--- src/verilog/activation_pkg.sv ---
`default_nettype none

package activation_pkg;

	localparam int DATA_W = 18;
	localparam int FRAC_W = 10;
	localparam int LANES = 4;
	localparam int LATENCY = 7; // adder 2, abs 1, mac 2, rounder 2

	localparam int COEF_W = 13;
	localparam int COEF_FRAC_W = 11;
	localparam int SEG_COUNT = 32;
	localparam int SEG_W = $clog2(SEG_COUNT);
	localparam int SEG_SHIFT = 8; // each segment covers 0.25
	localparam int SAT_W = DATA_W - SEG_W - SEG_SHIFT;

	localparam int ACC_W = 32;
	localparam int ACC_FRAC_W = 21; // magnitude frac bits plus slope frac bits
	localparam int ROUND_SHIFT = ACC_FRAC_W - FRAC_W;
	localparam logic [ACC_W-1:0] ONE_ACC = ACC_W'(1) << ACC_FRAC_W;

	// slope of each segment, 11 fraction bits
	localparam logic [COEF_W-1:0] SLOPE_TABLE [SEG_COUNT] = '{
		13'b0000111111101, 13'b0000111101110, 13'b0000111010001, 13'b0000110101001,
		13'b0000101111011, 13'b0000101001010, 13'b0000100011010, 13'b0000011101100,
		13'b0000011000011, 13'b0000010100000, 13'b0000010000001, 13'b0000001101000,
		13'b0000001010011, 13'b0000001000010, 13'b0000000110100, 13'b0000000101001,
		13'b0000000100000, 13'b0000000011001, 13'b0000000010100, 13'b0000000001111,
		13'b0000000001100, 13'b0000000001001, 13'b0000000000111, 13'b0000000000110,
		13'b0000000000100, 13'b0000000000011, 13'b0000000000011, 13'b0000000000010,
		13'b0000000000010, 13'b0000000000001, 13'b0000000000001, 13'b0000000000001
	};

	// intercept of each segment, 11 fraction bits
	localparam logic [COEF_W-1:0] INTERCEPT_TABLE [SEG_COUNT] = '{
		13'b0010000000000, 13'b0010000000100, 13'b0010000010010, 13'b0010000110000,
		13'b0010001011110, 13'b0010010011011, 13'b0010011100100, 13'b0010100110011,
		13'b0010110000101, 13'b0010111010101, 13'b0011000100010, 13'b0011001101000,
		13'b0011010100111, 13'b0011011011110, 13'b0011100001110, 13'b0011100111000,
		13'b0011101011011, 13'b0011101111000, 13'b0011110010001, 13'b0011110100101,
		13'b0011110110110, 13'b0011111000100, 13'b0011111001111, 13'b0011111011001,
		13'b0011111100000, 13'b0011111100110, 13'b0011111101011, 13'b0011111101111,
		13'b0011111110011, 13'b0011111110101, 13'b0011111110111, 13'b0011111111001
	};

	// same magnitude word seen as a number or as table lookup fields
	typedef union packed {
		logic [DATA_W-1:0] value;
		struct packed {
			logic [SAT_W-1:0] sat; // any bit set means magnitude of 8.0 or more
			logic [SEG_W-1:0] seg;
			logic [SEG_SHIFT-1:0] offset;
		} field;
	} magnitude_t;

endpackage

`default_nettype wire

--- src/verilog/elementwise_adder.sv ---
`timescale 1ns/1ps
`default_nettype none

module elementwise_adder (
	input wire logic clk,
	input wire logic reset,
	input wire logic i_enable,
	input wire logic [activation_pkg::LANES-1:0][activation_pkg::DATA_W-1:0] i_operand_a,
	input wire logic [activation_pkg::LANES-1:0][activation_pkg::DATA_W-1:0] i_operand_b,
	output logic [activation_pkg::LANES-1:0][activation_pkg::DATA_W-1:0] o_sum
);

	logic [activation_pkg::LANES-1:0][activation_pkg::DATA_W-1:0] operand_a_q;
	logic [activation_pkg::LANES-1:0][activation_pkg::DATA_W-1:0] operand_b_q;

	always_ff @(posedge clk) begin
		if (reset) begin
			operand_a_q <= '0;
			operand_b_q <= '0;
			o_sum <= '0;
		end else if (i_enable) begin
			operand_a_q <= i_operand_a;
			operand_b_q <= i_operand_b;
			for (int lane = 0; lane < activation_pkg::LANES; lane++) begin
				o_sum[lane] <= operand_a_q[lane] + operand_b_q[lane]; // wraps to DATA_W
			end
		end
	end

endmodule

`default_nettype wire

--- src/verilog/fixed_point_rounder.sv ---
`timescale 1ns/1ps
`default_nettype none

module fixed_point_rounder (
	input wire logic clk,
	input wire logic reset,
	input wire logic i_enable,
	input wire logic [activation_pkg::ACC_W-1:0] i_value,
	output logic [activation_pkg::ACC_W-1:0] o_value
);

	logic [activation_pkg::ACC_W-1:0] floor_value;
	logic [activation_pkg::ACC_W-1:0] floor_q;
	logic [activation_pkg::ACC_W-1:0] ceil_q;
	logic half_q;

	// arithmetic shift keeps a slightly negative reflection below zero
	assign floor_value = activation_pkg::ACC_W'($signed(i_value) >>> activation_pkg::ROUND_SHIFT);

	always_ff @(posedge clk) begin
		if (reset) begin
			floor_q <= '0;
			ceil_q <= '0;
			half_q <= 1'b0;
			o_value <= '0;
		end else if (i_enable) begin
			floor_q <= floor_value;
			ceil_q <= floor_value + 1'b1;
			half_q <= i_value[activation_pkg::ROUND_SHIFT-1]; // set when the dropped part is half or more
			o_value <= half_q ? ceil_q : floor_q;
		end
	end

endmodule

`default_nettype wire

--- src/verilog/output_activation.sv ---
`timescale 1ns/1ps
`default_nettype none

module output_activation (
	input wire logic clk,
	input wire logic reset,
	input wire logic i_valid,
	input wire logic i_ready,
	input wire logic [activation_pkg::LANES-1:0][activation_pkg::DATA_W-1:0] i_stage1_result,
	input wire logic [activation_pkg::LANES-1:0][activation_pkg::DATA_W-1:0] i_bias,
	output logic [activation_pkg::LANES-1:0][activation_pkg::DATA_W-1:0] o_output_value,
	output logic o_valid,
	output logic o_ready
);

	logic [activation_pkg::LANES-1:0][activation_pkg::DATA_W-1:0] lane_sum;
	logic [activation_pkg::LATENCY-1:0] valid_pipe;

	elementwise_adder adder_i (
		.clk(clk),
		.reset(reset),
		.i_enable(i_ready),
		.i_operand_a(i_stage1_result),
		.i_operand_b(i_bias),
		.o_sum(lane_sum)
	);

	for (genvar lane = 0; lane < activation_pkg::LANES; lane++) begin : g_lane
		sigmoid_lane sigmoid_i (
			.clk(clk),
			.reset(reset),
			.i_enable(i_ready),
			.i_x(lane_sum[lane]),
			.o_y(o_output_value[lane])
		);
	end

	// one valid chain serves all lanes since they move in lockstep
	always_ff @(posedge clk) begin
		if (reset) begin
			valid_pipe <= '0;
		end else if (i_ready) begin
			valid_pipe <= {valid_pipe[activation_pkg::LATENCY-2:0], i_valid};
		end
	end

	assign o_valid = valid_pipe[activation_pkg::LATENCY-1] & i_ready;
	assign o_ready = i_ready;

endmodule

`default_nettype wire

--- src/verilog/pwl_segment_mac.sv ---
`timescale 1ns/1ps
`default_nettype none

module pwl_segment_mac (
	input wire logic clk,
	input wire logic reset,
	input wire logic i_enable,
	input wire activation_pkg::magnitude_t i_magnitude,
	output logic [activation_pkg::ACC_W-1:0] o_acc
);

	logic [activation_pkg::COEF_W-1:0] slope;
	logic [activation_pkg::ACC_W-1:0] addend;
	logic [activation_pkg::DATA_W-1:0] magnitude_q;
	logic [activation_pkg::COEF_W-1:0] slope_q;
	logic [activation_pkg::ACC_W-1:0] addend_q;

	always_comb begin
		if (|i_magnitude.field.sat) begin
			slope = '0; // flat at 1.0 past the table
			addend = activation_pkg::ONE_ACC;
		end else begin
			slope = activation_pkg::SLOPE_TABLE[i_magnitude.field.seg];
			// intercept moved up to the product's fraction point
			addend = activation_pkg::ACC_W'(activation_pkg::INTERCEPT_TABLE[i_magnitude.field.seg])
				<< (activation_pkg::ACC_FRAC_W - activation_pkg::COEF_FRAC_W);
		end
	end

	always_ff @(posedge clk) begin
		if (reset) begin
			magnitude_q <= '0;
			slope_q <= '0;
			addend_q <= '0;
			o_acc <= '0;
		end else if (i_enable) begin
			magnitude_q <= i_magnitude.value;
			slope_q <= slope;
			addend_q <= addend;
			o_acc <= activation_pkg::ACC_W'(magnitude_q) * activation_pkg::ACC_W'(slope_q)
				+ addend_q;
		end
	end

endmodule

`default_nettype wire

--- src/verilog/sigmoid_lane.sv ---
`timescale 1ns/1ps
`default_nettype none

module sigmoid_lane (
	input wire logic clk,
	input wire logic reset,
	input wire logic i_enable,
	input wire logic [activation_pkg::DATA_W-1:0] i_x,
	output logic [activation_pkg::DATA_W-1:0] o_y
);

	logic [activation_pkg::DATA_W-1:0] x_abs;
	activation_pkg::magnitude_t magnitude_q;
	logic [2:0] sign_pipe;
	logic [activation_pkg::ACC_W-1:0] mac_acc;
	logic [activation_pkg::ACC_W-1:0] reflected;
	logic [activation_pkg::ACC_W-1:0] rounded;

	// the most negative input stays negative here and lands in saturation
	always_comb begin
		if (i_x[activation_pkg::DATA_W-1]) begin
			x_abs = -i_x;
		end else begin
			x_abs = i_x;
		end
	end

	always_ff @(posedge clk) begin
		if (reset) begin
			magnitude_q <= '0;
			sign_pipe <= '0;
		end else if (i_enable) begin
			magnitude_q.value <= x_abs;
			sign_pipe <= {sign_pipe[1:0], i_x[activation_pkg::DATA_W-1]}; // lines up with mac_acc
		end
	end

	pwl_segment_mac mac_i (
		.clk(clk),
		.reset(reset),
		.i_enable(i_enable),
		.i_magnitude(magnitude_q),
		.o_acc(mac_acc)
	);

	// sigmoid(-x) = 1 - sigmoid(x)
	always_comb begin
		if (sign_pipe[2]) begin
			reflected = activation_pkg::ONE_ACC - mac_acc;
		end else begin
			reflected = mac_acc;
		end
	end

	fixed_point_rounder rounder_i (
		.clk(clk),
		.reset(reset),
		.i_enable(i_enable),
		.i_value(reflected),
		.o_value(rounded)
	);

	assign o_y = rounded[activation_pkg::DATA_W-1:0];

endmodule

`default_nettype wire
--- config.mk ---
export PLATFORM = sky130hd
export DESIGN_NAME = output_activation
export DESIGN_NICKNAME = d
export VERILOG_FILES = /design/src/verilog/activation_pkg.sv /design/src/verilog/elementwise_adder.sv /design/src/verilog/fixed_point_rounder.sv /design/src/verilog/output_activation.sv /design/src/verilog/pwl_segment_mac.sv /design/src/verilog/sigmoid_lane.sv
export SDC_FILE = /design/constraint.sdc
export NUM_CORES = 2
export LEC_CHECK = 0
export BUFFER_PORTS_ARGS = -buffer_cell sky130_fd_sc_hd__buf_2
export CAP_MARGIN = 20
export CELL_PAD_IN_SITES_DETAIL_PLACEMENT = 1
export CELL_PAD_IN_SITES_GLOBAL_PLACEMENT = 2
export CORE_MARGIN = 4
export CORE_UTILIZATION = 35
export DETAILED_ROUTE_END_ITERATION = 7
export PLACE_DENSITY_LB_ADDON = 0.1
export SYNTH_ARGS = -nofsm -noshare
export SYNTH_HDL_FRONTEND = slang
export SYNTH_HIERARCHICAL = 1
export SYNTH_SLANG_ARGS = --single-unit
--- constraint.sdc ---
create_clock -name clk -period 11.7 [get_ports clk]
set_input_delay 3.51 -clock clk [delete_from_list [all_inputs] [get_ports clk]]
set_output_delay 3.51 -clock clk [all_outputs]
set_load 0.005 [all_outputs]
==> qor.csv <==
metric,value,unit
ctsResizeCount,0,
slew_violations,0,
final_hold_viol_count,0,
crit_path_end_kind,output port,
clk-insertion-delay-late,760,ps
clock_sinks,799,
gp_congestion,0.806,
seq_power_share,0.398,
relSlewSlack,0.298,
dp_hpwl,143,mm
critPathLaunch,i_ready,
ant_nets,0,
nets,8641,
whs,465,ps
fin_crit_sh,0.655,
worst_pin_slew,1050,ps
rsz0062_at_grt,false,
start_util,0.352,
wirelength,190,mm
wl_per_cell,18.9,um
cp.arrival,4160,ps
switching_share,0.312,
combPwrFrac,0.168,
antenna_found_initial,3,
post_cts.repair.setup_buffers,0,
numCtsBuffers,103,
cp_max_fo,22,
syn_area,0.0653,sq mm
r2r-start,g_lane[1].sigmoid_i/mac_i/slope_q[6],
io_pins,222,
drive_gt1_frac,0.0778,
fp-row-count,158,
finalCriticalPeriod,7670,ps
synth_warnings,6,
grt-ovfl-total,0,
ir_drop,0.124,mV
htreeDepth,3,
fp.dieH,440,um
netSwitchingPower,0.00249,W
drv_cap,0,
layout.cells.non_filler,10000,
cts_tree,yes,
critPathLaunchType,input pin,
clock_tree.root_cell,clkbuf_16,
grtUsageTotal,0.197,
outcome,"finished, final reports clean",
drt_iter0_drc,2101,
powerDensity,111,mW/mm^2
drc,0,
hold_buffers,0,
vias,52100,
p_clk_frac,0.434,
fillers,21800,
fin_setup_tns,0,ps
synth_nets,8732,
core,0.185,sq mm
dp_cells,9848,
setup-violations-final,0,
clk_path_buf_depth,3,
die_w,440,um
synth_cells,7564,
grt_pass1_vias,55400,
syn_area_per_cell,8.64,sq um
drt_first_pass_iters,5,
dieArea,0.194,sq mm
crit_type,input pin to output port,
routed_via_density,5.18,
regToRegSetupSlack,5170,ps
clk_pin_slew,50,ps
grt_max_degree,176,
min_from,g_lane[0].sigmoid_i/sign_pipe[0],
grt_pass1_wl,313,mm
cell_internal_pwr,0.00549,W
area_delta_synth_final,9.95,%
post-route-util,0.387,
skew,40.4,ps
p_leak,32.5,nW
fmax,130,MHz
cp.required,8190,ps
port_buffers,221,
hp-class,flip-flop to flip-flop,
total_power,0.00798,W
[layout make-up]
class                      count  area, sq um  share of cell area
tap                         2480         3100              0.0432
clock buffer                 141         2930              0.0408
antenna                        1         2.50           0.0000348
multi-input combinational   5427        44200               0.616
clock inverter                50          787              0.0110
inverter                     870         3270              0.0455
sequential                   799        16000               0.223
timing repair buffer         272         1530              0.0212
[final timing paths]
check                                                            to  depth (start not counted)
worst max register to register  g_lane[1].sigmoid_i/mac_i/o_acc[24]                         17
worst min register to register     g_lane[0].sigmoid_i/sign_pipe[0]                          2
worst min-delay path               g_lane[0].sigmoid_i/sign_pipe[0]                          2
worst max-delay path                                        o_valid                          3
[critical path, stage by stage]
cell and delay [ps]:
buf_8 250, and2_2 210, buf_2 100
[through the flow]
step | cell area [sq um] | worst slack [ps]
2_1_floorplan | 65300 | 4390
3_3_place_gp | 68100 | 3960
3_5_place_dp | 68100 | 3970
4_1_cts | 71800 | 3980
5_1_grt | 71800 | 3990
6_report | 71800 | 4030
[layer usage]
metal  vias to the layer above  global-route usage  wire length (um)
met5                         -                   0                 0
met4                         0              0.0430              3560
met3                       175              0.0192              4580
met2                       507               0.323             86200
met1                     26000               0.281             95800
li1                      25400                   -                 -
[power groups by stage]
| stage | clock network (W) | registers [W] | logic (W) |
|---|---|---|---|
| floorplan | 0 | 0.00304 | 0.00107 |
| global placement | 0 | 0.00323 | 0.00133 |
| detailed placement | 0 | 0.00324 | 0.00136 |
| CTS | 0.00360 | 0.00318 | 0.00136 |
| global route | 0.00370 | 0.00321 | 0.00152 |
| finish | 0.00346 | 0.00318 | 0.00134 |
[state kept, by name, summed over array words and instances (netlist names)]
signal,cells
g_lane.sigmoid_i/rounder_i/ceil_q,72
g_lane.sigmoid_i/mac_i/magnitude_q,72
g_lane.sigmoid_i/magnitude_q,72
adder_i/operand_a_q,72
g_lane.sigmoid_i/sign_pipe,12
g_lane.sigmoid_i/mac_i/slope_q,36
g_lane.sigmoid_i/rounder_i/o_value,72
adder_i/o_sum,72
valid_pipe,7
g_lane.sigmoid_i/mac_i/o_acc,116
adder_i/operand_b_q,72
g_lane.sigmoid_i/rounder_i/floor_q,72
g_lane.sigmoid_i/mac_i/addend_q,48
g_lane.sigmoid_i/rounder_i/half_q,4
[layout by cell type (no fill, tap or decap), types with 45 or more instances in the layout]
cell type and n:
nor4_1 45, xor2_1 90, a21oi_1 274, inv_1 860
nor3_1 96, a211oi_1 220, nand3_1 124, mux2i_1 481
buf_4 49, ha_1 512, dfxtp_1 799, nor2_1 819
nand4_1 68, o21ai_0 195, o211ai_1 53, buf_2 219
clkbuf_16 103, xnor2_1 141, nand2_1 564, fa_1 508
and2_1 402
Note: power is estimated with default switching activity, not from simulation.
